[src/rtc_types_pkg.sv]
package rtc_types_pkg;

	//////////////////////////////////////////////////
	// BCD values
	//////////////////////////////////////////////////

	// One decimal digit, 0 to 9
	typedef logic [3:0] bcd_digit_t;

	// Tens digit in the upper nibble
	typedef logic [7:0] bcd_pair_t;

	//////////////////////////////////////////////////
	// Field selection
	//////////////////////////////////////////////////

	localparam int num_fields = 6;

	// Bit 0 second, 1 minute, 2 hour, 3 day, 4 month, 5 year
	typedef logic [num_fields-1:0] field_mask_t;

	// Cursor states in panel order
	typedef enum logic [2:0] {
		st_idle,
		st_second,
		st_minute,
		st_hour,
		st_day,
		st_month,
		st_year
	} setup_state_t;

endpackage

[src/rtc_limits_pkg.sv]
package rtc_limits_pkg;

	//////////////////////////////////////////////////
	// Field limits in BCD
	//////////////////////////////////////////////////

	// Time of day, 24-hour
	localparam rtc_types_pkg::bcd_pair_t second_min = 8'h00;
	localparam rtc_types_pkg::bcd_pair_t second_max = 8'h59;

	localparam rtc_types_pkg::bcd_pair_t minute_min = 8'h00;
	localparam rtc_types_pkg::bcd_pair_t minute_max = 8'h59;

	localparam rtc_types_pkg::bcd_pair_t hour_min = 8'h00;
	localparam rtc_types_pkg::bcd_pair_t hour_max = 8'h23;

	// Calendar fields start at one
	localparam rtc_types_pkg::bcd_pair_t day_min = 8'h01;
	localparam rtc_types_pkg::bcd_pair_t day_max = 8'h31;

	localparam rtc_types_pkg::bcd_pair_t month_min = 8'h01;
	localparam rtc_types_pkg::bcd_pair_t month_max = 8'h12;

	// Two-digit year within the century
	localparam rtc_types_pkg::bcd_pair_t year_min = 8'h00;
	localparam rtc_types_pkg::bcd_pair_t year_max = 8'h99;

endpackage

[src/field_cursor_fsm.sv]
`timescale 1ns/1ps

module field_cursor_fsm (
	input  logic                       clk,
	input  logic                       reset,
	input  logic                       edit,
	input  logic                       step_up,
	input  logic                       step_down,
	input  logic                       move_right,
	input  logic                       move_left,
	output rtc_types_pkg::field_mask_t cursor,
	output rtc_types_pkg::field_mask_t step_up_mask,
	output rtc_types_pkg::field_mask_t step_down_mask
);

	import rtc_types_pkg::*;

	setup_state_t state;
	setup_state_t state_next;
	setup_state_t state_right;
	setup_state_t state_left;

	//////////////////////////////////////////////////
	// State register
	//////////////////////////////////////////////////

	always_ff @(posedge clk or posedge reset) begin
		if (reset) begin
			state <= st_idle;
		end else begin
			state <= state_next;
		end
	end

	//////////////////////////////////////////////////
	// Cursor decode and neighbours
	//////////////////////////////////////////////////

	// One-hot in a field state, zero in idle
	always_comb begin
		cursor      = '0;
		state_right = st_idle;
		state_left  = st_idle;
		case (state)
			st_second: begin
				cursor[0]   = 1'b1;
				state_right = st_minute;
				state_left  = st_year;
			end
			st_minute: begin
				cursor[1]   = 1'b1;
				state_right = st_hour;
				state_left  = st_second;
			end
			st_hour: begin
				cursor[2]   = 1'b1;
				state_right = st_day;
				state_left  = st_minute;
			end
			st_day: begin
				cursor[3]   = 1'b1;
				state_right = st_month;
				state_left  = st_hour;
			end
			st_month: begin
				cursor[4]   = 1'b1;
				state_right = st_year;
				state_left  = st_day;
			end
			st_year: begin
				cursor[5]   = 1'b1;
				state_right = st_second;
				state_left  = st_month;
			end
			default: begin
				cursor = '0;
			end
		endcase
	end

	//////////////////////////////////////////////////
	// Next state and step pulses
	//////////////////////////////////////////////////

	always_comb begin
		state_next     = state;
		step_up_mask   = '0;
		step_down_mask = '0;
		if (state == st_idle) begin
			// Steps are ignored until edit is raised
			if (edit) begin
				state_next = st_second;
			end
		end else if (step_up) begin
			step_up_mask = cursor;
		end else if (step_down) begin
			step_down_mask = cursor;
		end else if (move_right) begin
			state_next = state_right;
		end else if (move_left) begin
			state_next = state_left;
		end else if (!edit) begin
			state_next = st_idle;
		end
	end

endmodule

[src/bcd_field_counter.sv]
`timescale 1ns/1ps

module bcd_field_counter #(
	parameter rtc_types_pkg::bcd_pair_t min_value = 8'h00,
	parameter rtc_types_pkg::bcd_pair_t max_value = 8'h59
) (
	input  logic                     clk,
	input  logic                     reset,
	input  logic                     up,
	input  logic                     down,
	output rtc_types_pkg::bcd_pair_t value
);

	import rtc_types_pkg::*;

	localparam bcd_digit_t digit_zero = 4'd0;
	localparam bcd_digit_t digit_nine = 4'd9;

	bcd_digit_t tens;
	bcd_digit_t units;
	bcd_digit_t tens_next;
	bcd_digit_t units_next;

	assign value = {tens, units};

	//////////////////////////////////////////////////
	// Digit registers
	//////////////////////////////////////////////////

	always_ff @(posedge clk or posedge reset) begin
		if (reset) begin
			{tens, units} <= min_value;
		end else begin
			tens  <= tens_next;
			units <= units_next;
		end
	end

	//////////////////////////////////////////////////
	// Step with carry, borrow and wrap
	//////////////////////////////////////////////////

	always_comb begin
		tens_next  = tens;
		units_next = units;
		if (up) begin
			if (value == max_value) begin
				{tens_next, units_next} = min_value;
			end else if (units == digit_nine) begin
				// Carry into the tens digit
				units_next = digit_zero;
				tens_next  = tens + 4'd1;
			end else begin
				units_next = units + 4'd1;
			end
		end else if (down) begin
			if (value == min_value) begin
				{tens_next, units_next} = max_value;
			end else if (units == digit_zero) begin
				// Borrow from the tens digit
				units_next = digit_nine;
				tens_next  = tens - 4'd1;
			end else begin
				units_next = units - 4'd1;
			end
		end
	end

endmodule

[src/rtc_setup.sv]
`timescale 1ns/1ps

module rtc_setup (
	input  logic                       clk,
	input  logic                       reset,
	input  logic                       edit,
	input  logic                       step_up,
	input  logic                       step_down,
	input  logic                       move_right,
	input  logic                       move_left,
	output rtc_types_pkg::bcd_pair_t   second,
	output rtc_types_pkg::bcd_pair_t   minute,
	output rtc_types_pkg::bcd_pair_t   hour,
	output rtc_types_pkg::bcd_pair_t   day,
	output rtc_types_pkg::bcd_pair_t   month,
	output rtc_types_pkg::bcd_pair_t   year,
	output rtc_types_pkg::field_mask_t cursor
);

	import rtc_types_pkg::*;
	import rtc_limits_pkg::*;

	field_mask_t step_up_mask;
	field_mask_t step_down_mask;

	//////////////////////////////////////////////////
	// Cursor
	//////////////////////////////////////////////////

	field_cursor_fsm u_cursor (
		.clk            (clk),
		.reset          (reset),
		.edit           (edit),
		.step_up        (step_up),
		.step_down      (step_down),
		.move_right     (move_right),
		.move_left      (move_left),
		.cursor         (cursor),
		.step_up_mask   (step_up_mask),
		.step_down_mask (step_down_mask)
	);

	//////////////////////////////////////////////////
	// Field counters
	//////////////////////////////////////////////////

	// Time of day
	bcd_field_counter #(.min_value(second_min), .max_value(second_max)) u_second (
		.clk(clk), .reset(reset),
		.up(step_up_mask[0]), .down(step_down_mask[0]),
		.value(second)
	);

	bcd_field_counter #(.min_value(minute_min), .max_value(minute_max)) u_minute (
		.clk(clk), .reset(reset),
		.up(step_up_mask[1]), .down(step_down_mask[1]),
		.value(minute)
	);

	bcd_field_counter #(.min_value(hour_min), .max_value(hour_max)) u_hour (
		.clk(clk), .reset(reset),
		.up(step_up_mask[2]), .down(step_down_mask[2]),
		.value(hour)
	);

	// Calendar
	bcd_field_counter #(.min_value(day_min), .max_value(day_max)) u_day (
		.clk(clk), .reset(reset),
		.up(step_up_mask[3]), .down(step_down_mask[3]),
		.value(day)
	);

	bcd_field_counter #(.min_value(month_min), .max_value(month_max)) u_month (
		.clk(clk), .reset(reset),
		.up(step_up_mask[4]), .down(step_down_mask[4]),
		.value(month)
	);

	bcd_field_counter #(.min_value(year_min), .max_value(year_max)) u_year (
		.clk(clk), .reset(reset),
		.up(step_up_mask[5]), .down(step_down_mask[5]),
		.value(year)
	);

endmodule

[config.mk]
export PLATFORM = sky130hd
export DESIGN_NAME = rtc_setup
export DESIGN_NICKNAME = d
export VERILOG_FILES = /design/src/rtc_types_pkg.sv /design/src/rtc_limits_pkg.sv /design/src/field_cursor_fsm.sv /design/src/bcd_field_counter.sv /design/src/rtc_setup.sv
export SDC_FILE = /design/constraint.sdc
export NUM_CORES = 1
export LEC_CHECK = 0
export ABC_AREA = 1
export ABC_CLOCK_PERIOD_IN_PS = 3000
export BUFFER_PORTS_ARGS = -buffer_cell sky130_fd_sc_hd__buf_4
export CORE_MARGIN = 8
export CORE_UTILIZATION = 45
export DETAILED_ROUTE_END_ITERATION = 10
export PLACE_DENSITY_LB_ADDON = 0.1
export SLEW_MARGIN = 20
export SYNTH_ARGS = -nofsm -noshare
export SYNTH_HDL_FRONTEND = slang
export SYNTH_SLANG_ARGS = --single-unit
export TNS_END_PERCENT = 1
[constraint.sdc]
create_clock -name clk -period 3 [get_ports clk]
set_input_delay 0.45 -clock clk [delete_from_list [all_inputs] [get_ports clk]]
set_output_delay 0.45 -clock clk [all_outputs]
set_load 0.005 [all_outputs]
==> results of run 1 <==
-- worst paths after layout --
kind / start / to / cells past startpoint
max: u_cursor.state[2] / cursor[1] / 4
min: reset / u_cursor.state[1] / 2
max reg2reg: u_cursor.state[2] / u_year.tens[2] / 7
min reg2reg: u_day.units[0] / u_day.units[0] / 2
max in group asynchronous: reset / u_day.units[0] / 3
min in group clk: move_left / u_cursor.state[1] / 5
-- worst max-delay path: cells and delay by family (launching register included) --
kind                   cells  cell delay, ns
and+or+nand+nor            1            0.15
buffers and inverters      3            0.36
DFF                        1            0.61
-- layout make-up --
type                    count  share of cell area, %
well taps                 133                   3.22
repair buffers             62                   9.00
clock inverters             2                  0.726
multi-input cells         548                   54.2
clock buffers               6                   1.40
flip-flops and latches     51                   24.7
inverters                  93                   6.75
-- routing by layer --
| layer | track usage [%] | wire length (um) |
|---|---|---|
| met2 | 29.1 | 5110 |
| met4 | 3.89 | 85 |
| met5 | 0 | 0 |
| met1 | 21.5 | 5140 |
| met3 | 3.18 | 567 |
-- per-stage QoR --
step                      util (%)  worst slack [ns]  area [um2]  instances
after floorplan                  -              1.32        4470        701
after global placement        52.0              1.20        5060        887
after detailed placement      52.0              1.15        5060        887
after CTS                     53.2              1.11        5170        895
after global routing          53.2             0.884        5170        895
final                         53.2              1.11        5170        895
-- layout by cell type (no fill, tap or decap), types with 3 or more instances in the layout --
master	n
a21oi_1	7
a31oi_1	4
buf_4	62
clkbuf_8	5
dfrtp_1	49
ha_1	31
inv_1	78
inv_2	14
nand2_1	254
nand3_1	82
nand3_2	4
nand4_1	13
nor2_1	61
nor2_2	10
o211ai_1	3
o21ai_0	25
o21ai_1	12
xnor2_1	3
xor2_1	23
-- kinds of logic after synthesis --
logic type | after synthesis | synth area share, %
and+or+nand+nor | 432 | 41.1
buffers and inverters | 102 | 8.81
AOI/OAI and AO/OA | 59 | 7.75
DFF | 51 | 28.6
adders and majority gates | 31 | 8.67
xor gates and xnor gates | 26 | 5.09
-- sequential cells by signal, indices dropped and copies added, names as in the netlist --
register        flops
u_cursor.state      3
u_day.tens          4
u_day.units         4
u_hour.tens         4
u_hour.units        4
u_minute.tens       4
u_minute.units      4
u_month.tens        4
u_month.units       4
u_second.tens       4
u_second.units      4
u_year.tens         4
u_year.units        4
-- power by group --
group	total [W]	leakage (nW)	internal [W]	switching, W
combinational	0.00314	2.19	0.00135	0.00179
clock	0.000491	0.0514	0.000249	0.000241
sequential	0.00155	0.634	0.00100	0.000550
total	0.00518	2.88	0.00260	0.00258
==> results.py, run 1 <==
metrics = {
    "route": {
        "vias_per_cell": 4.99,
        "drcViolationCount": 0,
        "drt-wirelength-per-cell_um": 12.2,
        "postRouteAntennaNets": 0,
        "vias": 4470,
        "drt-total-wl_um": 10900,
        "dr.pass1.iters": 5,
        "drt-initial-drc-count": 235,
    },
    "global_routing": {
        "grt_max_degree": 32,
        "grt_pass1_vias": 4325,
        "grt_usage_pct": 16.9,
        "antenna_found_initial": 0,
        "grt-ovfl-total": 0,
        "grt_pass1_wl_um": 19000,
    },
    "cts": {
        "clock_latency_ns": 0.31,
        "cts-root-buf": "clkbuf_8",
        "path_clk_slew_ns": 0.11,
        "post_cts_buffers": 0,
        "cts-hold-fix-buffers": 0,
        "cts_resized": 0,
        "cts_max_path_buffers": 2,
        "cts_tree": "built",
        "cts.sinks": 51,
        "cts_made_buffers": 5,
        "htreeDepth": 2,
    },
    "floorplan": {
        "die_w_um": 116,
        "core_um2": 9730,
        "placement_rows": 36,
        "die_y_um": 116,
        "die_area_um2": 13400,
        "initial_core_util_pct": 46.0,
        "io_pins": 61,
    },
    "sta": {
        "fmax_mhz": 528,
        "report.final.slew_viol_count": 0,
        "slew-limit-headroom_pct": 54.7,
        "rsz0062_at_grt": "false",
        "fin_skew_ns": 0.0209,
        "fin_tns_setup_ns": 0,
        "fin_crit_ns": 1.89,
        "hold_viol": 0,
        "holdWs_ns": 0.228,
        "setup_viol": 0,
        "tightest_slew_ns": 0.679,
        "period_share_pct": 63.1,
    },
    "final_layout": {
        "multi_input_area_um2": 2800,
        "area_delta_synth_final_pct": 15.6,
        "diodes": 0,
        "nets": 799,
        "seqCellArea_um2": 1280,
        "drive_gt1_share_pct": 14.3,
        "nFillCells": 1010,
    },
    "worst_setup_path": {
        "start_kind": "flop",
        "worstPathArrival_ns": 1.44,
        "path_cells": "inv_2, nand3_2, inv_1, buf_4",
        "path_max_fanout": 10,
        "cp.required_ns": 2.55,
        "critPathSlowestCell": "dfrtp_1",
        "cp-end-kind": "output port",
        "r2r_slack_ns": 1.11,
        "path_class": "flop to output port",
        "max_stage_delay_ns": 0.61,
    },
    "yosys": {
        "synth_cell_type_count": 34,
        "async_reset_ff_share_pct": 100,
        "synthesis.nets": 739,
        "ys_top_cells_by_count": "nand2_1 (254), nand3_1 (82), inv_1 (79)",
        "syn_area_um2": 4470,
        "synth_edf_count": 0,
        "yosysSeqAreaShare_pct": 28.6,
        "ys_ff_latch": 51,
        "synth_top_area_share_pct": 27.4,
        "avgSynthCellArea_um2": 6.38,
        "synth_area_leaders": "dfrtp_1 (27%), nand2_1 (21%), nand3_1 (9.2%)",
        "syn-instance-count": 701,
        "yosysWarnings": 0,
        "yosysMostFrequentCell": "nand2_1",
        "yosysTopAreaCell": "dfrtp_1",
        "ys.flop_type": "dfrtp_1",
    },
    "flow_run": {
        "max_cap_viol_count": 0,
    },
    "min_path": {
        "hold_path_class": "input pin to asynchronous set/reset pin",
    },
    "placed_design": {
        "gp_congestion": 0.869,
        "port-buffer-count": 60,
        "hpwlAfterDp_um": 8520,
    },
    "power": {
        "power.leakage_nw": 2.88,
        "power_density_nw_per_um2": 1000,
        "vdd_drop_max_mv": 0.372,
        "power_w": 0.00518,
    },
    "run_status": {
        "outcome": "completed",
    },
}
Note: power is estimated with default switching activity, not from simulation.
==> run 2, diff against run 1 <==
ABC_CLOCK_PERIOD_IN_PS = 1940   (was 3000)
clock period = 1.94 ns   (was 3 ns; I/O delays follow)
==> run 2 against run 1 <==
Effect of this change: sequential share of layout area decreased by 0.21 points; sequential power increased by 54%; clock-buffer cell count unchanged; power increased by 53%; die area unchanged; combinational power increased by 57%; worst hold slack improved by 0.13 ns; routed wire length about the same; flip-flop and latch count unchanged; cell count increased by 0.78%.
==> results.py, run 2 (synthesis gave the netlist of run 1 again) <==
metrics = {
    "run_status": {
        "outcome": "completed",
    },
    "cts": {
        "cts_made_buffers": 5,
        "cts-root-buf": "clkbuf_8",
        "path_clk_slew_ns": 0.09,
        "cts_tree": "built",
        "cts.sinks": 51,
        "htreeDepth": 2,
        "post_cts_buffers": 0,
        "cts_max_path_buffers": 2,
        "clock_latency_ns": 0.31,
    },
    "final_layout": {
        "diodes": 0,
        "drive_gt1_share_pct": 15.1,
        "final_common_cell": "nand2_1",
        "nets": 806,
        "area_delta_synth_final_pct": 16.6,
        "final_cell_mix": "nand2_1 (254), nand3_1 (82), inv_1 (78), buf_4 (67), nor2_1 (60)",
    },
    "sta": {
        "tightest_slew_ns": 0.457,
        "rsz0062_at_grt": "false",
        "period_share_pct": 89.2,
        "fin_ws_ns": 0.210,
        "report.final.slew_viol_count": 0,
        "fin_tns_setup_ns": 0,
        "setup_viol": 0,
        "fin_skew_ns": 0.00826,
        "slew-limit-headroom_pct": 69.2,
        "hold_viol": 0,
        "fin_crit_ns": 1.73,
        "fmax_mhz": 578,
    },
    "placed_design": {
        "port-buffer-count": 60,
        "hpwlAfterDp_um": 8630,
        "gp_congestion": 0.866,
        "place_ws_ns": 0.227,
    },
    "route": {
        "drt-total-wl_um": 10900,
        "drt-wirelength-per-cell_um": 12.1,
        "drcViolationCount": 0,
        "dr.pass1.iters": 5,
        "vias": 4488,
        "postRouteAntennaNets": 0,
        "drt-initial-drc-count": 327,
        "vias_per_cell": 4.98,
    },
    "worst_setup_path": {
        "max_stage_delay_ns": 0.61,
        "start_kind": "flop",
        "rr_worst_depth": 8,
        "reg2reg_from": "u_cursor.state[2]",
        "r2r-end": "u_minute.tens[1]",
        "cp.required_ns": 1.65,
        "critPathTopFamily": "flip-flops",
        "path_cells": "inv_2, nand3_2, inv_1, buf_4",
        "worstPathArrival_ns": 1.44,
        "path_max_fanout": 10,
        "r2r_slack_ns": 0.24,
        "cp-end-kind": "output port",
        "path_class": "flop to output port",
        "critPathSlowestCell": "dfrtp_1",
        "cp_num_buf_inv": 3,
    },
    "floorplan": {
        "placement_rows": 36,
        "initial_core_util_pct": 46.0,
        "io_pins": 61,
        "die_y_um": 116,
        "die_area_um2": 13400,
        "core_um2": 9730,
        "die_w_um": 116,
    },
    "global_routing": {
        "grt_pass1_vias": 4284,
        "grt_usage_pct": 17.1,
        "antenna_found_initial": 0,
        "grt_max_degree": 34,
        "grt_pass1_wl_um": 19200,
        "grt-ovfl-total": 0,
    },
    "power": {
        "power_w": 0.00794,
        "power_density_nw_per_um2": 1520,
        "vdd_drop_max_mv": 0.594,
        "power.leakage_nw": 2.91,
    },
    "min_path": {
        "hold_path_depth": 5,
        "hold_path_class": "input pin to flop",
        "hold_end": "u_cursor.state[1]",
        "worstHoldStart": "move_left",
    },
    "flow_run": {
        "max_cap_viol_count": 0,
    },
}
-- run 2: cell type report --
cell class                      instances  area, um2
Fill cell                             992       4510
Multi-Input combinational cell        548       2800
Sequential cell                        51       1280
Timing Repair Buffer                   69        533
Inverter                               93        349
Tap cell                              133        166
Clock buffer                            6       72.6
Clock inverter                          2       12.5
-- run 2: worst max-delay path by stage --
stage                            startpoint          endpoint  slack (ns)  depth (start not counted)
after floorplan              u_day.units[0]     u_day.tens[2]        0.39                          9
after global placement    u_cursor.state[2]  u_minute.tens[0]        0.25                          8
after detailed placement     u_day.units[0]     u_day.tens[0]        0.23                          9
after CTS                    u_day.units[0]     u_day.tens[0]        0.20                          9
after global routing      u_cursor.state[0]     u_day.tens[2]       0.004                          8
final                     u_cursor.state[2]         cursor[1]        0.21                          4
-- run 2: worst min-delay path: cells and delay by family --
kind	cells	cell delay (ns)
AND/OR/NAND/NOR	3	0.17
AO/OA/AOI/OAI	1	0.07
buffers and inverters	1	0.09
-- run 2: per-stage QoR --
| step | hold WS, ns | util (%) | instance area, um2 | instances |
|---|---|---|---|---|
| 2_1_floorplan | 0.499 | - | 4470 | 701 |
| 3_3_place_gp | 0.328 | 52.6 | 5120 | 893 |
| 3_5_place_dp | 0.335 | 52.6 | 5120 | 893 |
| 4_1_cts | 0.352 | 53.6 | 5210 | 902 |
| 5_1_grt | 0.380 | 53.6 | 5220 | 902 |
| 6_report | 0.357 | 53.6 | 5220 | 902 |
-- run 2: timing repair --
item                                   4_1_cts  5_1_grt
setup endpoints to repair                    0        1
gates resized for setup                      0        1
endpoints found under the hold margin       18        0
hold buffers                                 1        0
-- run 2: power breakdown --
group / total, W / internal [W] / switching (W)
sequential: 0.00238 / 0.00155 / 0.000836
clock: 0.000626 / 0.000253 / 0.000373
combinational: 0.00493 / 0.00214 / 0.00279
total: 0.00794 / 0.00394 / 0.00400
-- run 2: metal layers --
metal,vias to the layer above,wire length (um),global-route usage (%)
met1,2038,5140,21.9
met3,12,499,3.18
met2,80,5100,28.8
met4,0,160,4.75
met5,-,0,0
li1,2358,-,-
==> run 3, diff against run 2 <==
SYNTH_HIERARCHICAL = 1   (was unset)
==> run 3 against run 2 <==
Effect of this change: register-to-register slack worse by 0.04 ns; clock power is 8.1% lower; combinational power increased by 2%; clock skew barely moved; non-clock buffer count up 1; core utilization is 1.1 points lower; cell count rose by 2.4%; synthesized area increased by 4.7%; clock-buffer cell count up 1; power grew 2.0%.
==> results.py, run 3 <==
metrics = {
    "run_status": {
        "outcome": "completed",
    },
    "worst_setup_path": {
        "worstPathArrival_ns": 1.97,
        "path_class": "flop to flop",
        "path_max_fanout": 7,
        "r2r_slack_ns": 0.20,
        "reg2reg_from": "u_cursor/state[1]",
        "cp.required_ns": 2.17,
        "cp-startpoint": "u_cursor/state[1]",
        "cp-end-kind": "flop",
        "start_kind": "flop",
    },
    "sta": {
        "fin_tns_setup_ns": 0,
        "slew-limit-headroom_pct": 71.5,
        "tightest_slew_ns": 0.425,
        "period_share_pct": 89.5,
        "fin_ws_ns": 0.203,
        "hold_viol": 0,
        "fin_crit_ns": 1.74,
        "fin_skew_ns": 0.00855,
        "report.final.slew_viol_count": 0,
        "rsz0062_at_grt": "false",
        "fmax_mhz": 576,
        "setup_viol": 0,
    },
    "yosys": {
        "avgSynthCellArea_um2": 6.50,
        "syn-instance-count": 721,
        "ys.flop_type": "dfrtp_1",
        "ys_top_cells_by_count": "nand2_1 (252), inv_1 (83), nand3_1 (67)",
        "synthesis.nets": 753,
        "yosysSeqAreaShare_pct": 27.3,
        "async_reset_ff_share_pct": 100,
        "syn_area_um2": 4690,
        "yosysTopAreaCell": "dfrtp_1",
        "yosysWarnings": 6,
        "synth_cell_type_count": 36,
        "ys_ff_latch": 51,
        "synth_edf_count": 0,
        "synth_area_leaders": "dfrtp_1 (26%), nand2_1 (20%), nand3_1 (7.2%)",
        "synth_top_area_share_pct": 26.2,
        "yosysMostFrequentCell": "nand2_1",
    },
    "power": {
        "internal_power_w": 0.00399,
        "power_density_nw_per_um2": 1510,
        "power.leakage_nw": 2.98,
        "p_switching_w": 0.00410,
        "p_seq_share_pct": 31.0,
        "vdd_drop_max_mv": 0.680,
        "pwr-share-comb_pct": 61.9,
        "switching_share_pct": 50.6,
        "clkPwrFrac_pct": 7.1,
        "power_w": 0.00809,
    },
    "placed_design": {
        "place_ws_ns": 0.147,
        "port-buffer-count": 60,
        "hpwlAfterDp_um": 8690,
        "placed_area_um2": 5270,
        "gp_congestion": 0.877,
    },
    "route": {
        "drt-total-wl_um": 10800,
        "drcViolationCount": 0,
        "drt-wirelength-per-cell_um": 11.7,
        "vias": 4538,
        "dr.pass1.iters": 6,
        "postRouteAntennaNets": 0,
        "drt-initial-drc-count": 252,
        "vias_per_cell": 4.91,
    },
    "global_routing": {
        "grt_usage_pct": 15.4,
        "antenna_found_initial": 0,
        "grt_pass1_vias": 4214,
        "grt-ovfl-total": 0,
        "grt_max_degree": 15,
        "grt_pass1_wl_um": 18800,
    },
    "cts": {
        "cts-root-buf": "clkbuf_8",
        "clock_latency_ns": 0.30,
        "htreeDepth": 2,
        "path_clk_slew_ns": 0.08,
        "cts_made_buffers": 5,
        "post_cts_buffers": 0,
        "cts.sinks": 51,
        "cts_max_path_buffers": 2,
        "cts_tree": "built",
    },
    "floorplan": {
        "die_area_um2": 13900,
        "die_w_um": 118,
        "core_um2": 10200,
        "die_y_um": 118,
        "io_pins": 61,
        "placement_rows": 37,
        "initial_core_util_pct": 45.8,
    },
    "flow_run": {
        "max_cap_viol_count": 0,
    },
    "min_path": {
        "worstHoldStart": "move_left",
        "hold_path_class": "input pin to flop",
    },
    "final_layout": {
        "final_cell_mix": "nand2_1 (252), inv_1 (83), buf_4 (69), nand3_1 (67), nor2_1 (64)",
        "area_delta_synth_final_pct": 14.6,
        "diodes": 0,
        "nets": 819,
        "seqCellArea_um2": 1280,
        "fin_area_um2": 5370,
        "post-route-util_pct": 52.5,
        "nFillCells": 1076,
        "multi_input_area_um2": 2900,
        "final_common_cell": "nand2_1",
        "drive_gt1_share_pct": 20.3,
    },
}
## run 3: cell types whose count changed after synthesis, moves of 4 or more
| cell | delta |
|---|---|
| nand3_1 | -15 |
| nand2_2 | +13 |
| o21ai_1 | -8 |
| nand3_2 | +7 |
| buf_6 | +6 |
| ha_1 | -6 |
| inv_2 | +6 |
| nor2_4 | +6 |
| o21ai_0 | +5 |
| a31oi_1 | -4 |
| inv_1 | +4 |
## run 3: logic make-up after synthesis
logic type / synth area share [%]
XOR/XNOR: 4.30
AO/OA/AOI/OAI: 5.98
AND/OR/NAND/NOR: 44.9
flip-flops: 27.3
buffers and inverters: 10.9
adder cells (fa/ha/maj): 6.68
## run 3: metrics by stage
| step | std cells | hold WS [ns] |
|---|---|---|
| 2_1_floorplan | 721 | 0.0446 |
| 3_3_place_gp | 915 | 0.224 |
| 3_5_place_dp | 915 | 0.235 |
| 4_1_cts | 924 | 0.339 |
| 5_1_grt | 924 | 0.364 |
| 6_report | 924 | 0.348 |
## run 3: power groups by stage
stage               registers, W  clock network [W]  logic, W
finish                   0.00251           0.000575   0.00501
global route             0.00265           0.000658   0.00569
CTS                      0.00252           0.000608   0.00502
detailed placement       0.00254                  0   0.00499
global placement         0.00251                  0   0.00493
floorplan                0.00224                  0   0.00371
## run 3: layout make-up
type,instances,share of cell area [%]
clock buffers,7,1.42
clock inverters,1,0.0932
inverters,106,7.62
multi-input cells,553,54.0
flip-flops and latches,51,23.8
well taps,136,3.17
repair buffers,70,9.83
## run 3: path summary, 6_finish.rpt
kind,end,cells after the start
max,u_second/tens[0],11
min,u_cursor/state[1],5
max reg2reg,u_second/tens[0],11
min reg2reg,u_day/units[0],2
max in group asynchronous,u_month/units[0],3
min in group asynchronous,u_cursor/state[2],3
## run 3: what timing repair did
action | CTS | global route
hold endpoints to repair | 32 | 0
hold buffers | 1 | 0
endpoints found under the setup margin | 0 | 10
gates resized for setup | 0 | 3
## run 3: worst max-delay path, stage by stage (launching register included)
cell,delay [ns]
dfrtp_1,0.42
inv_2,0.14
nand2_2,0.11
nor2_2,0.13
inv_2,0.05
nor2_1,0.19
inv_1,0.18
nand2_2,0.13
nand3_4,0.11
inv_4,0.08
nand3_2,0.06
nand2_1,0.07
## run 3: routing by layer
layer  GRT usage [%]  vias to the layer above  part of all wire [%]
li1                -                     2376                     -
met1            20.3                     2074                    49
met2            26.0                       82                    47
met3            3.07                        6                   4.0
met4            2.16                        0                  0.40
met5               0                        -                     0
